File: config.mk
export PLATFORM = sky130hd
export DESIGN_NAME = mmu
export DESIGN_NICKNAME = d
export VERILOG_FILES = /design/src/hw/pdp_pkg.sv /design/src/hw/mmu.sv
export SDC_FILE = /design/constraint.sdc
export NUM_CORES = 1
export LEC_CHECK = 0
export BUFFER_PORTS_ARGS = -buffer_cell sky130_fd_sc_hd__buf_2
export CAP_MARGIN = 5
export CORE_MARGIN = 4
export CORE_UTILIZATION = 40
export DETAILED_ROUTE_END_ITERATION = 10
export GPL_ROUTABILITY_DRIVEN = 0
export GPL_TIMING_DRIVEN = 0
export HOLD_SLACK_MARGIN = 0.05
export PLACE_DENSITY = 0.71
export SETUP_SLACK_MARGIN = 0.05
export SYNTH_ARGS = -nofsm -noshare
export SYNTH_HDL_FRONTEND = slang
export SYNTH_SLANG_ARGS = --single-unit
File: constraint.sdc
create_clock -name sysclk -period 3.1 [get_ports sysclk]
set_input_delay 0.31 -clock sysclk [delete_from_list [all_inputs] [get_ports sysclk]]
set_output_delay 0.31 -clock sysclk [all_outputs]
set_load 0.03 [all_outputs]
File: src/hw/pdp_pkg.sv
/*
   Shared widths and I/O-page addresses for the PDP-11 memory subsystem.
   Imported by every RTL module and by the testbench.
*/
package pdp_pkg;

   // ------------------------------
   // widths
   localparam int va_w   = 16;
   localparam int pa_w   = 18;
   localparam int par_w  = 12;
   localparam int word_w = 16;

   // ------------------------------
   // page arithmetic
   // one par unit is a 64-byte block, pages are 8 KB
   localparam int blk_shift  = 6;
   localparam int page_off_w = 13;

   // kernel page 7 falls on the I/O page when the MMU is off
   localparam logic [va_w-1:0] unmapped_va    = 16'o160000;
   localparam logic [pa_w-1:0] unmapped_reloc = 18'o600000;

   // ------------------------------
   // I/O-page addresses
   localparam logic [pa_w-1:0] iopage_base = 18'o760000;
   localparam logic [pa_w-1:0] par_base    = 18'o772340;
   localparam logic [pa_w-1:0] mmr0_addr   = 18'o777572;
   localparam logic [pa_w-1:0] swr_addr    = 18'o777570;

endpackage

File: src/hw/mmu.sv
/*
   Kernel-mode memory management: eight page address registers plus the
   enable bit, and the virtual-to-physical translation used by the bus.
   Registers are reached through the pxr port, index 8 is the enable.
*/
module mmu
   import pdp_pkg::*;
(
   input  logic              sysclk,
   input  logic              rst_n,
   input  logic              soft_reset,
   input  logic [va_w-1:0]   cpu_va,
   output logic [pa_w-1:0]   cpu_pa,
   input  logic              pxr_wr,
   input  logic              pxr_rd,
   input  logic [3:0]        pxr_addr,
   input  logic [word_w-1:0] pxr_data_in,
   output logic [word_w-1:0] pxr_data_out
);

   logic [par_w-1:0] par_q [0:7];
   logic             enable_q;
   logic [2:0]       page;
   logic [pa_w-1:0]  pa_mapped;
   logic [pa_w-1:0]  pa_unmapped;

   // ------------------------------
   // register file
   always_ff @(posedge sysclk)
   begin
      if (!rst_n || soft_reset)
      begin
         enable_q <= 1'b0;
         for (int i = 0; i < 8; i++)
         begin
            par_q[i] <= '0;
         end
      end
      else if (pxr_wr)
      begin
         if (pxr_addr == 4'd8)
            enable_q <= pxr_data_in[0];
         else
            par_q[pxr_addr[2:0]] <= pxr_data_in[par_w-1:0];
      end
   end

   always_comb
   begin
      pxr_data_out = '0;
      if (pxr_rd)
      begin
         if (pxr_addr == 4'd8)
            pxr_data_out = word_w'(enable_q);
         else
            pxr_data_out = word_w'(par_q[pxr_addr[2:0]]);
      end
   end

   // ------------------------------
   // translation
   assign page = cpu_va[va_w-1:page_off_w];

   // block base plus offset in page, wraps at 256 KB
   assign pa_mapped = (pa_w'(par_q[page]) << blk_shift) + pa_w'(cpu_va[page_off_w-1:0]);

   assign pa_unmapped = (cpu_va >= unmapped_va) ? pa_w'(cpu_va) + unmapped_reloc
                                                : pa_w'(cpu_va);

   assign cpu_pa = enable_q ? pa_mapped : pa_unmapped;

endmodule

# Word-level counts from Yosys, hierarchy flattened
# Memory sizes are Yosys's and may differ from the RTL's.
# Cells that the tools add are included.
[word_totals]
register_bits = 1
ramBits = 96
out_inout_bits = 34
wordCells = 23
n_memories = 1
[mem_list]
columns = ["name", "depth", "word_bits", "rd", "rd_clocked_by_memory_dff", "wr", "line_no", "text"]
rows = [
  ["par_q", 8, 12, 2, 0, 8, "mmu.sv:21", "logic [par_w-1:0] par_q [0:7];"],
]
[classes]
add_sub_neg = 2
order_cmp = 1
eq_ne = 1
n_mux = 13
reduce_logical = 4
[op_table]
columns = ["operator", "count"]
rows = [
  ["two-way mux 12 bit", 3],
  ["two-way mux 18 bit", 2],
  ["adder 17 x 17 -> 18 bit (second input constant)", 1],
  ["adder 18 x 13 -> 18 bit", 1],
  ["greater-or-equal comparator 16 bit (second input constant)", 1],
  ["OR reduction 12 bit", 1],
  ["two-way mux 1 bit", 7],
  ["equality test 4 bit (second input constant)", 1],
  ["two-way mux 3 bit", 1],
  ["AND reduction 2 bit", 1],
  ["logical NOT 1 bit", 1],
  ["logical OR 1 bit", 1],
]

# Logic depth before layout (Yosys ltp)
# Gate-level depths: netlist of the first run.
[logic_depth]
word_depth = 7
ltp_mapped = 13
mapped_depth_nobuf = 10

# Worst setup path before layout of the first run
# Ideal clock, no wire load.
[synth_timing]
kind = "input -> output"
from = "input port cpu_va[13]"
to = "output port cpu_pa[12]"
arrival_ns = 3.514
required_time_ns = 2.790
setup_slack_ns = -0.724
stages = 13
path_cell_list = "buf_6 > buf_12 > buf_2 > mux4_2 > mux2_2 > ha_1 > inv_1 > fa_1 > nor2b_1 > o31a_1 > o21a_1 > o21a_1 > o31ai_1"
[synth_between]
elab_chain_len = 3
elab_cells_between_ends = 5
cone_classes = "add/sub: 1; order compare: 1; mux: 2; memory: 1"
[synth_lines]
columns = ["item", "line_no", "text"]
rows = [
  ["start: declaration", "mmu.sv:12", "input logic [va_w-1:0] cpu_va,"],
  ["memory read (8 x 12 bit) / greater-or-equal comparator 16 bit (equally long branches)", "n/a", ""],
  ["adder 18 x 13 -> 18 bit / two-way mux 18 bit (equally long branches)", "mmu.sv:65, mmu.sv:67", ""],
  ["two-way mux 18 bit *", "mmu.sv:70", "assign cpu_pa = enable_q ? pa_mapped : pa_unmapped;"],
  ["end: declaration", "mmu.sv:13", "output logic [pa_w-1:0] cpu_pa,"],
]
# Mark *: on every way between the ends. The rest lies on a longest branch, timed or not.

# Worst setup path after layout of the first run
[layout_timing]
from = "input port cpu_va[14]"
to = "output port cpu_pa[12]"
# Same word-level chain as after synthesis.

==> results_dict.tcl, run 1 <==
set metrics [dict create \
    status "finished with violations" \
    violations "setup timing" \
    arrival_ns 3.02 \
    finalWirelength_mm 17.1 \
    synth.top_cell.area_share_pct 49.3 \
    worst_ir_drop_vdd_v 0.000262 \
    floorplan.io_pins 75 \
    synth_area_per_cell_um2 13.1 \
    row_count 43 \
    tritoncts "done" \
    setup-violations-final 8 \
    drt-initial-drc-count 402 \
    power_per_cell_area_nw_per_um2 460 \
    timing.max_cap.violations 0 \
    globalRoute.totalOverflow 0 \
    area.growth.synth_to_final_pct 22.3 \
    maxClockFrequency_ghz 0.300 \
    timing.final.hold_violations 0 \
    drive_gt1_share_pct 36.7 \
    relSlewSlack_pct 32.5 \
    unrepaired_setup_endpoints_after_global_routing "yes" \
    clock-skew-final_ns 0 \
    drtPass1Iterations 4 \
    detailroute.via_count 4215 \
    crit_type "in -> out" \
    netlist_instances 447 \
    multi_input_comb_area_um2 2960 \
    grt_antenna_before_repair 0 \
    hpwlAfterDp_mm 11.5 \
    num_antenna_cells 0 \
    timing.critical_path.slowest_cell_delay_ns 0.32 \
    place.port_buffers 55 \
    full_die_area_um2 16600 \
    mappedNetlistArea_um2 5840 \
    die_height_um 129 \
    p_leak_nw 2.79 \
    filler_cell_count 1190 \
    cp_data_required_time_ns 2.79 \
    crit_chain "buf_2, buf_8, buf_8, mux4_2, mux2_4, ha_4, inv_2, fa_2, nor2b_2, o31a_1, o21a_1, o21a_1, o31ai_4, buf_6" \
    synth.yosys.warnings 0 \
    synth.area.top_cells "sky130_fd_sc_hd__edfxtp_1 49%, sky130_fd_sc_hd__mux4_2 14%, sky130_fd_sc_hd__and2_1 10%, sky130_fd_sc_hd__mux2_2 3.1%, sky130_fd_sc_hd__mux2i_1 2.7%" \
    worstMarginPinSlew_ns 1.01 \
    postSynth.topFlopCell "sky130_fd_sc_hd__edfxtp_1" \
    total_count_of_max_transition_violations_in_the_final_report 0 \
    drc 0 \
    async_reset_ff_share_pct 0 \
    detail_route.vias_per_cell 5.86 \
    first_pass_grt_wire_length_mm 25.5 \
    final_antenna_net_count 0 \
    start_util_pct 41.5 \
    number_of_synthesized_flops_with_an_enable_pin 96 \
    cts_sink_cnt 97 \
    ys_types 47 \
    min_path_type "in -> reg" \
    synth_top_area_cell "sky130_fd_sc_hd__edfxtp_1" \
    core_region_area_um2 14100 \
    synth.yosys.seq_area_share_pct 49.7 \
    timing.critical_path.to_type "output port" \
    final_min_period_over_clock_period_pct 107 \
    first_global_vias 4344 \
    timing.final.crit_period_ns 3.33 \
    grt_max_degree 20 \
    clock_pin_transition_on_the_worst_setup_and_hold_timing_paths_ns 0.07 \
    sequential_cell_area_um2 2900 \
    dieWidth_um 129 \
    clock_path_buffers 2 \
    htree_levels 3 \
    clockRootBuffer "sky130_fd_sc_hd__clkbuf_16" \
    pre_cts_slack_ns -0.774 \
    grt.total_usage_pct 20.9 \
    timing.final.ws_setup_ns -0.229 \
    worst_skew_pair.late_latency_ns 0.34 \
    critPathLaunchType "input pin" \
    synth.ff_latch_count 97 \
    yosys-top-cells-count "96 x sky130_fd_sc_hd__and2_1, 96 x sky130_fd_sc_hd__edfxtp_1, 37 x sky130_fd_sc_hd__mux4_2, 27 x sky130_fd_sc_hd__nor2_1, 18 x sky130_fd_sc_hd__clkbuf_1" \
    path_max_fanout 10 \
    detail_route.wl_per_cell_um 23.8 \
    slowest_stage "sky130_fd_sc_hd__mux4_2" \
    final_core_utilization_pct 50.7 \
    ctsHoldBuffers 0 \
    fin_nets 585 \
    cts-buffers-inserted 9 \
]
## cell type report
cell class / count / area share (%)
Clock inverter: 4 / 0.648
Buffer: 38 / 3.48
Inverter: 6 / 0.315
Clock buffer: 10 / 3.20
Timing Repair Buffer: 77 / 7.18
Multi-Input combinational cell: 307 / 41.4
Sequential cell: 97 / 40.6
Tap cell: 180 / 3.15
## state kept, by name, summed over array words and instances (netlist names)
register  cells
par_q        96
enable_q      1
## where the power goes
| part | internal (mW) | switching (mW) | leakage [nW] | total, mW |
|---|---|---|---|---|
| clock network | 0.613 | 0.464 | 0.132 | 1.08 |
| registers | 1.51 | 0.0388 | 1.05 | 1.55 |
| logic | 0.297 | 0.361 | 1.60 | 0.658 |
| total | 2.42 | 0.863 | 2.79 | 3.29 |
## final timing paths
kind,from,depth (start not counted),slack (ns),endpoint
max,cpu_va[14],14,-0.23,cpu_pa[12]
min,pxr_data_in[9],2,0.33,par_q[7][9]$_SDFFCE_PN0P_
max reg2reg,enable_q$_SDFFE_PP0P_,3,1.95,enable_q$_SDFFE_PP0P_
min reg2reg,enable_q$_SDFFE_PP0P_,3,0.91,enable_q$_SDFFE_PP0P_
## routing by layer
| metal | vias to the layer above | global-route usage (%) | wire length (um) |
|---|---|---|---|
| met3 | 39 | 4.40 | 1630 |
| met4 | 0 | 7.66 | 503 |
| met5 | - | 0 | 0 |
| li1 | 1846 | - | - |
| met1 | 2090 | 26.6 | 6430 |
| met2 | 240 | 35.4 | 8550 |
## critical path, delay by kind of cell
kind | cells | cell delay (ns)
buf+inv | 5 | 0.78
simple gates | 1 | 0.05
mux | 2 | 0.61
compound gates | 4 | 0.87
fa+ha+maj | 2 | 0.37
## per-stage QoR
step | area (um^2) | hold WS [ns] | TNS, ns | std cells | power [mW]
final | 7150 | 0.325 | -1.20 | 719 | 3.29
after floorplan | 6000 | 0.476 | -0.122 | 450 | 1.97
after CTS | 7110 | 0.318 | -0.947 | 717 | 3.27
after global routing | 7150 | 0.336 | -2.16 | 719 | 3.39
after global placement | 6500 | 0.665 | -28.04 | 685 | 2.13
after detailed placement | 6530 | 0.671 | -5.60 | 685 | 2.15
## cells in the final DEF, fill, tap and decap left out, types with 3 or more instances in the layout
master | synthesis | final
sky130_fd_sc_hd__and2_1 | 96 | 96
sky130_fd_sc_hd__o21a_1 | 6 | 6
sky130_fd_sc_hd__edfxtp_1 | 96 | 96
sky130_fd_sc_hd__mux4_2 | 37 | 37
sky130_fd_sc_hd__buf_4 | 10 | 30
sky130_fd_sc_hd__o21ai_0 | 10 | 3
sky130_fd_sc_hd__mux2i_1 | 16 | 15
sky130_fd_sc_hd__nand3b_1 | 5 | 5
sky130_fd_sc_hd__nor3_1 | 5 | 4
sky130_fd_sc_hd__nand3_1 | 9 | 9
sky130_fd_sc_hd__mux2_4 | 0 | 5
sky130_fd_sc_hd__inv_1 | 5 | 3
sky130_fd_sc_hd__nand2_1 | 12 | 12
sky130_fd_sc_hd__ha_4 | 0 | 5
sky130_fd_sc_hd__a21oi_1 | 11 | 8
sky130_fd_sc_hd__clkbuf_1 | 18 | 19
sky130_fd_sc_hd__nor2_1 | 27 | 25
sky130_fd_sc_hd__o31ai_4 | 0 | 4
sky130_fd_sc_hd__buf_6 | 1 | 10
sky130_fd_sc_hd__clkbuf_16 | 0 | 9
sky130_fd_sc_hd__buf_2 | 7 | 51
sky130_fd_sc_hd__nand2b_1 | 4 | 4
sky130_fd_sc_hd__o21ai_2 | 0 | 7
sky130_fd_sc_hd__mux4_1 | 3 | 3
sky130_fd_sc_hd__mux2_2 | 16 | 11
sky130_fd_sc_hd__conb_1 | 1 | 4
sky130_fd_sc_hd__nor2b_1 | 6 | 5
## repair_timing
item                       4_1_cts  5_1_grt
resized for setup               40        6
pin swaps                        8        6
buffers inserted                20        2
setup endpoints to repair       11        9
## cell families after synthesis
group                      share of synthesized area (%)
and+or+nand+nor                                     16.5
DFF                                                 49.7
muxes                                               21.9
AOI/OAI and AO/OA                                   5.16
buffers and inverters                               4.15
adders and majority gates                           1.84
xor gates and xnor gates                           0.749
other                                             0.0642
(Power assumes the default switching activity.)
==> inputs of run 2 (changes only) <==
--- a/config.mk
+++ b/config.mk
@@ -7,8 +7,10 @@
 export LEC_CHECK = 0
 export BUFFER_PORTS_ARGS = -buffer_cell sky130_fd_sc_hd__buf_2
 export CAP_MARGIN = 5
+export CORE_ASPECT_RATIO = 1.4
 export CORE_MARGIN = 4
 export CORE_UTILIZATION = 40
+export CTS_CLUSTER_DIAMETER = 200
 export DETAILED_ROUTE_END_ITERATION = 10
 export GPL_ROUTABILITY_DRIVEN = 0
 export GPL_TIMING_DRIVEN = 0
==> run 2 against run 1 <==
The run still ends with setup timing left. Sequential cell count is the same. Register-to-register slack is essentially flat. Fmax increased by 0.27%. Clock skew unchanged. Critical path type is now reg -> out. Largest cell class unchanged. Highest routed layer is now met5.
==> results_dict.tcl, run 2 (synthesis results as in run 1) <==
set metrics [dict create \
    holdWs_ns 0.316 \
    first_pass_grt_wire_length_mm 25.0 \
    setup-violations-final 8 \
    path_max_fanout 4 \
    finalWirelength_mm 16.9 \
    final_min_period_over_clock_period_pct 107 \
    crit_type "reg -> out" \
    gr-usage-met1_pct 24.6 \
    final_antenna_net_count 0 \
    critPathLaunchType "register" \
    detailroute.via_count 4231 \
    grt_most_used_layer "met2" \
    full_die_area_um2 16600 \
    grt_max_degree 20 \
    die_height_um 151 \
    start_util_pct 40.6 \
    clockRootBuffer "sky130_fd_sc_hd__clkbuf_16" \
    largest_regs "par_q: 96 flops, enable_q: 1 flops" \
    first_global_vias 4267 \
    grtUsageMet2_pct 36.9 \
    pre_cts_slack_ns -0.616 \
    core_region_area_um2 14400 \
    htree_levels 3 \
    globalRouteMet3Util_pct 3.11 \
    arrival_ns 3.01 \
    p_leak_nw 2.80 \
    timing.max_cap.violations 0 \
    placed_cell_area_um2 6540 \
    timing.final.crit_period_ns 3.32 \
    cts_sink_cnt 97 \
    hpwlAfterDp_mm 11.7 \
    ctsHoldBuffers 0 \
    drtPass1Iterations 5 \
    min_path_type "in -> reg" \
    drc 0 \
    largest_register "par_q" \
    post-layout-total-power_mw 3.40 \
    clock_path_buffers 2 \
    relSlewSlack_pct 32.3 \
    largest_register_ffs 96 \
    grt.total_usage_pct 20.8 \
    final_core_utilization_pct 49.9 \
    power_per_cell_area_nw_per_um2 473 \
    timing.critical_path.to_type "output port" \
    num_antenna_cells 0 \
    floorplan.io_pins 75 \
    clock_pin_transition_on_the_worst_setup_and_hold_timing_paths_ns 0.06 \
    unrepaired_setup_endpoints_after_global_routing "yes" \
    timing.final.ws_setup_ns -0.220 \
    row_count 52 \
    status "finished with violations" \
    globalRoute.totalOverflow 0 \
    maxClockFrequency_ghz 0.301 \
    worst_ir_drop_vdd_v 0.000249 \
    area.growth.synth_to_final_pct 22.8 \
    violations "setup timing" \
    finish.instance_area_um2 7180 \
    cts-buffers-inserted 9 \
    grt_antenna_before_repair 1 \
    drive_gt1_share_pct 37.2 \
    worstMarginPinSlew_ns 1.02 \
    timing.final.hold_violations 0 \
    fin_nets 582 \
    drt-initial-drc-count 429 \
    clock-skew-final_ns 0 \
    total_count_of_max_transition_violations_in_the_final_report 0 \
    dieWidth_um 110 \
    detail_route.wl_per_cell_um 23.3 \
    detail_route.vias_per_cell 5.82 \
    most-common-layout-cells "96 x sky130_fd_sc_hd__and2_1, 96 x sky130_fd_sc_hd__edfxtp_1, 51 x sky130_fd_sc_hd__buf_2" \
    tritoncts "done" \
    place.port_buffers 55 \
    cp_data_required_time_ns 2.79 \
    worst_skew_pair.late_latency_ns 0.34 \
]
## run 2: cell count changes in the layout (fill, tap and decap cells not counted), moves of 2 or more
cell,before,now
sky130_fd_sc_hd__buf_6,10,13
sky130_fd_sc_hd__ha_1,2,0
sky130_fd_sc_hd__buf_8,2,0
sky130_fd_sc_hd__clkbuf_1,19,17
sky130_fd_sc_hd__buf_4,30,28
## run 2: final timing paths
path | start | to | slack (ns) | cells after the start
worst min register to register | enable_q$_SDFFE_PP0P_ | enable_q$_SDFFE_PP0P_ | 0.91 | 3
worst max-delay path | par_q[2][0]$_SDFFCE_PN0P_ | cpu_pa[12] | -0.22 | 11
worst max register to register | enable_q$_SDFFE_PP0P_ | enable_q$_SDFFE_PP0P_ | 1.96 | 3
worst min-delay path | pxr_data_in[9] | par_q[3][9]$_SDFFCE_PN0P_ | 0.32 | 2
## run 2: layer usage
metal,up-vias,wire length (um)
met5,-,8
met4,2,667
met3,51,1480
met2,277,8860
met1,2062,5900
li1,1839,-
## run 2: worst max-delay path, stage by stage (launching register included)
cell,delay [ns]
sky130_fd_sc_hd__edfxtp_1,0.39
sky130_fd_sc_hd__mux4_2,0.48
sky130_fd_sc_hd__mux2_4,0.29
sky130_fd_sc_hd__ha_4,0.16
sky130_fd_sc_hd__inv_2,0.05
sky130_fd_sc_hd__fa_2,0.21
sky130_fd_sc_hd__nor2b_2,0.05
sky130_fd_sc_hd__o31a_1,0.30
sky130_fd_sc_hd__o21a_1,0.20
sky130_fd_sc_hd__o21a_1,0.20
sky130_fd_sc_hd__o31ai_4,0.18
sky130_fd_sc_hd__buf_6,0.16
## run 2: cell type report
class / count / area (um^2)
Buffer: 37 / 230
Tap cell: 189 / 236
Clock buffer: 9 / 225
Clock inverter: 7 / 93.8
Fill cell: 1206 / 7200
Sequential cell: 97 / 2900
Inverter: 6 / 22.5
Multi-Input combinational cell: 307 / 2980
Timing Repair Buffer: 75 / 489
## run 2: through the flow
| step | TNS (ns) | cells |
|---|---|---|
| 3_5_place_dp | -4.37 | 694 |
| 3_3_place_gp | -27.43 | 694 |
| 4_1_cts | -0.785 | 725 |
| 5_1_grt | -1.87 | 727 |
| 2_1_floorplan | -0.122 | 450 |
| 6_report | -1.13 | 727 |
## run 2: power breakdown
part           switching (mW)  internal (mW)
Combinational           0.359          0.301
Sequential             0.0403           1.51
Clock                   0.477          0.708
Total                   0.876           2.52
## run 2: timing repair
item | CTS | global route
buffers inserted | 17 | 3
pin swaps | 10 | 4
resized for setup | 36 | 10
setup endpoints to repair | 11 | 10
==> inputs of run 3 (changes only) <==
--- a/config.mk
+++ b/config.mk
@@ -9,13 +9,13 @@
 export CAP_MARGIN = 5
 export CORE_ASPECT_RATIO = 1.4
 export CORE_MARGIN = 4
-export CORE_UTILIZATION = 40
+export CORE_UTILIZATION = 51
 export CTS_CLUSTER_DIAMETER = 200
 export DETAILED_ROUTE_END_ITERATION = 10
 export GPL_ROUTABILITY_DRIVEN = 0
 export GPL_TIMING_DRIVEN = 0
 export HOLD_SLACK_MARGIN = 0.05
-export PLACE_DENSITY = 0.71
+export PLACE_DENSITY = 0.84
 export SETUP_SLACK_MARGIN = 0.05
 export SYNTH_ARGS = -nofsm -noshare
 export SYNTH_HDL_FRONTEND = slang
==> run 3 against run 2 <==
Non-clock buffer count stayed put. Clock skew did not move. The flow still finishes with violations (setup timing). Sequential power is essentially flat. Critical endpoint unchanged. Worst setup slack got worse by 0.054 ns. Register-to-register slack got worse by 0.11 ns. Sequential share of layout area is 0.89 points higher. First-iteration DRC count increased by 30%. Wire length decreased by 3.1%. Worst hold slack better by 0.0038 ns.
==> results_dict.tcl, run 3 (synthesis results as in run 1) <==
set metrics [dict create \
    violations "setup timing" \
    crit_type "reg -> out" \
    status "finished with violations" \
    cp_data_required_time_ns 2.79 \
    worst_ir_drop_vdd_v 0.000291 \
    critPathLaunchType "register" \
    drtPass1Iterations 5 \
    final_antenna_net_count 0 \
    power_frac_seq_pct 49.1 \
    cts-buffers-inserted 9 \
    clockRootBuffer "sky130_fd_sc_hd__clkbuf_16" \
    htree_levels 3 \
    row_count 46 \
    full_die_area_um2 13300 \
    setup-violations-final 8 \
    power.share.clock_pct 30.7 \
    finalWirelength_mm 16.4 \
    total_count_of_max_transition_violations_in_the_final_report 0 \
    largest_register "par_q" \
    path_max_fanout 4 \
    unrepaired_setup_endpoints_after_global_routing "yes" \
    relSlewSlack_pct 36.2 \
    min_path_type "in -> reg" \
    worstMarginPinSlew_ns 0.957 \
    final_min_period_over_clock_period_pct 109 \
    start_util_pct 51.8 \
    grt_antenna_before_repair 0 \
    drc 0 \
    detail_route.vias_per_cell 6.34 \
    drive_gt1_share_pct 35.8 \
    cts_sink_cnt 97 \
    power.net_switching_mw 0.829 \
    power_per_cell_area_nw_per_um2 451 \
    p_leak_nw 2.75 \
    die_height_um 135 \
    tritoncts "done" \
    clock-skew-final_ns 0 \
    floorplan.io_pins 75 \
    core_region_area_um2 11300 \
    final_core_utilization_pct 62.3 \
    area.growth.synth_to_final_pct 20.2 \
    timing.final.ws_setup_ns -0.274 \
    clock_pin_transition_on_the_worst_setup_and_hold_timing_paths_ns 0.06 \
    drt-initial-drc-count 558 \
    first_pass_grt_wire_length_mm 24.6 \
    worst_skew_pair.late_latency_ns 0.34 \
    most-common-layout-cells "96 x sky130_fd_sc_hd__and2_1, 96 x sky130_fd_sc_hd__edfxtp_1, 51 x sky130_fd_sc_hd__buf_2" \
    post-layout-total-power_mw 3.17 \
    globalRoute.totalOverflow 0 \
    timing.max_cap.violations 0 \
    clock_path_buffers 2 \
    grt.total_usage_pct 24.9 \
    timing.critical_path.to_type "output port" \
    grt_max_degree 20 \
    place.port_buffers 55 \
    largest_regs "par_q: 96 flops, enable_q: 1 flops" \
    dieWidth_um 98.5 \
    num_antenna_cells 0 \
    power_report.internal_total_mw 2.34 \
    ctsHoldBuffers 0 \
    pre_cts_slack_ns -0.588 \
    timing.final.crit_period_ns 3.37 \
    timing.final.hold_violations 0 \
    power.share.switching_pct 26.1 \
    first_global_vias 4455 \
    hpwlAfterDp_mm 11.0 \
    comb_power_share_pct 20.3 \
    fin_nets 582 \
    arrival_ns 3.06 \
    maxClockFrequency_ghz 0.296 \
    largest_register_ffs 96 \
    detail_route.wl_per_cell_um 24.1 \
    detailroute.via_count 4319 \
]
[run 3: cell count changes in the layout (fill, tap and decap cells not counted), moves of 2 or more]
| cell | before | now |
|---|---|---|
| sky130_fd_sc_hd__o21ai_1 | 0 | 2 |
| sky130_fd_sc_hd__nor2_2 | 0 | 2 |
| sky130_fd_sc_hd__clkinv_2 | 2 | 0 |
| sky130_fd_sc_hd__bufinv_16 | 2 | 0 |
| sky130_fd_sc_hd__clkbuf_1 | 17 | 23 |
| sky130_fd_sc_hd__ha_1 | 0 | 2 |
| sky130_fd_sc_hd__o21ai_2 | 7 | 5 |
| sky130_fd_sc_hd__buf_4 | 28 | 26 |
[run 3: per-stage QoR]
| stage | hold WS [ns] | TNS (ns) | std cells | area [um^2] |
|---|---|---|---|---|
| 3_3_place_gp | 0.661 | -22.12 | 649 | 6460 |
| 4_1_cts | 0.316 | -1.03 | 676 | 6960 |
| 2_1_floorplan | 0.476 | -0.122 | 450 | 6000 |
| 5_1_grt | 0.346 | -1.92 | 681 | 7030 |
| 3_5_place_dp | 0.671 | -3.95 | 651 | 6500 |
| 6_report | 0.320 | -1.46 | 681 | 7030 |
[run 3: layer usage]
layer / share of wire [%] / wire (um) / global-route usage, % / up-vias
li1: - / - / - / 1839
met1: 34 / 5610 / 28.9 / 2124
met2: 52 / 8510 / 43.9 / 291
met3: 9.1 / 1490 / 4.65 / 65
met4: 4.8 / 787 / 12.9 / 0
met5: 0 / 0 / 0 / -
[run 3: critical path: stages (launching register included)]
cell and delay, ns:
sky130_fd_sc_hd__edfxtp_1 0.40, sky130_fd_sc_hd__mux4_2 0.47, sky130_fd_sc_hd__mux2_4 0.30, sky130_fd_sc_hd__ha_4 0.17
sky130_fd_sc_hd__inv_2 0.05, sky130_fd_sc_hd__fa_2 0.22, sky130_fd_sc_hd__nor2b_2 0.06, sky130_fd_sc_hd__o31a_1 0.30
sky130_fd_sc_hd__o21a_1 0.22, sky130_fd_sc_hd__o21a_1 0.20, sky130_fd_sc_hd__o31ai_4 0.18, sky130_fd_sc_hd__buf_6 0.16
[run 3: worst paths after layout]
| check | depth (start not counted) | slack [ns] | from | to |
|---|---|---|---|---|
| min | 2 | 0.32 | pxr_data_in[8] | par_q[3][8]$_SDFFCE_PN0P_ |
| max | 11 | -0.27 | par_q[2][0]$_SDFFCE_PN0P_ | cpu_pa[12] |
| min reg2reg | 3 | 0.99 | enable_q$_SDFFE_PP0P_ | enable_q$_SDFFE_PP0P_ |
| max reg2reg | 3 | 1.85 | enable_q$_SDFFE_PP0P_ | enable_q$_SDFFE_PP0P_ |
[run 3: power groups by stage]
stage                     Clock [mW]  Combinational (mW)  Sequential [mW]
after floorplan                    0               0.406             1.56
after global placement             0               0.539             1.57
after detailed placement           0               0.560             1.58
after CTS                      0.964               0.613             1.55
after global routing            1.02               0.678             1.56
final                          0.971               0.642             1.56
[run 3: what timing repair did]
item                       in CTS  in global routing
setup endpoints to repair      10                  9
pin swaps                       5                  4
buffers inserted               12                  5
gates resized for setup        36                  8
[run 3: cell type report]
class / count / area, um^2
fill: 840 / 4260
multi-input combinational: 307 / 2950
sequential: 97 / 2900
timing repair buffer: 74 / 485
clock buffer: 14 / 244
buffer: 38 / 234
tap: 144 / 180
inverter: 6 / 22.5
clock inverter: 1 / 3.75
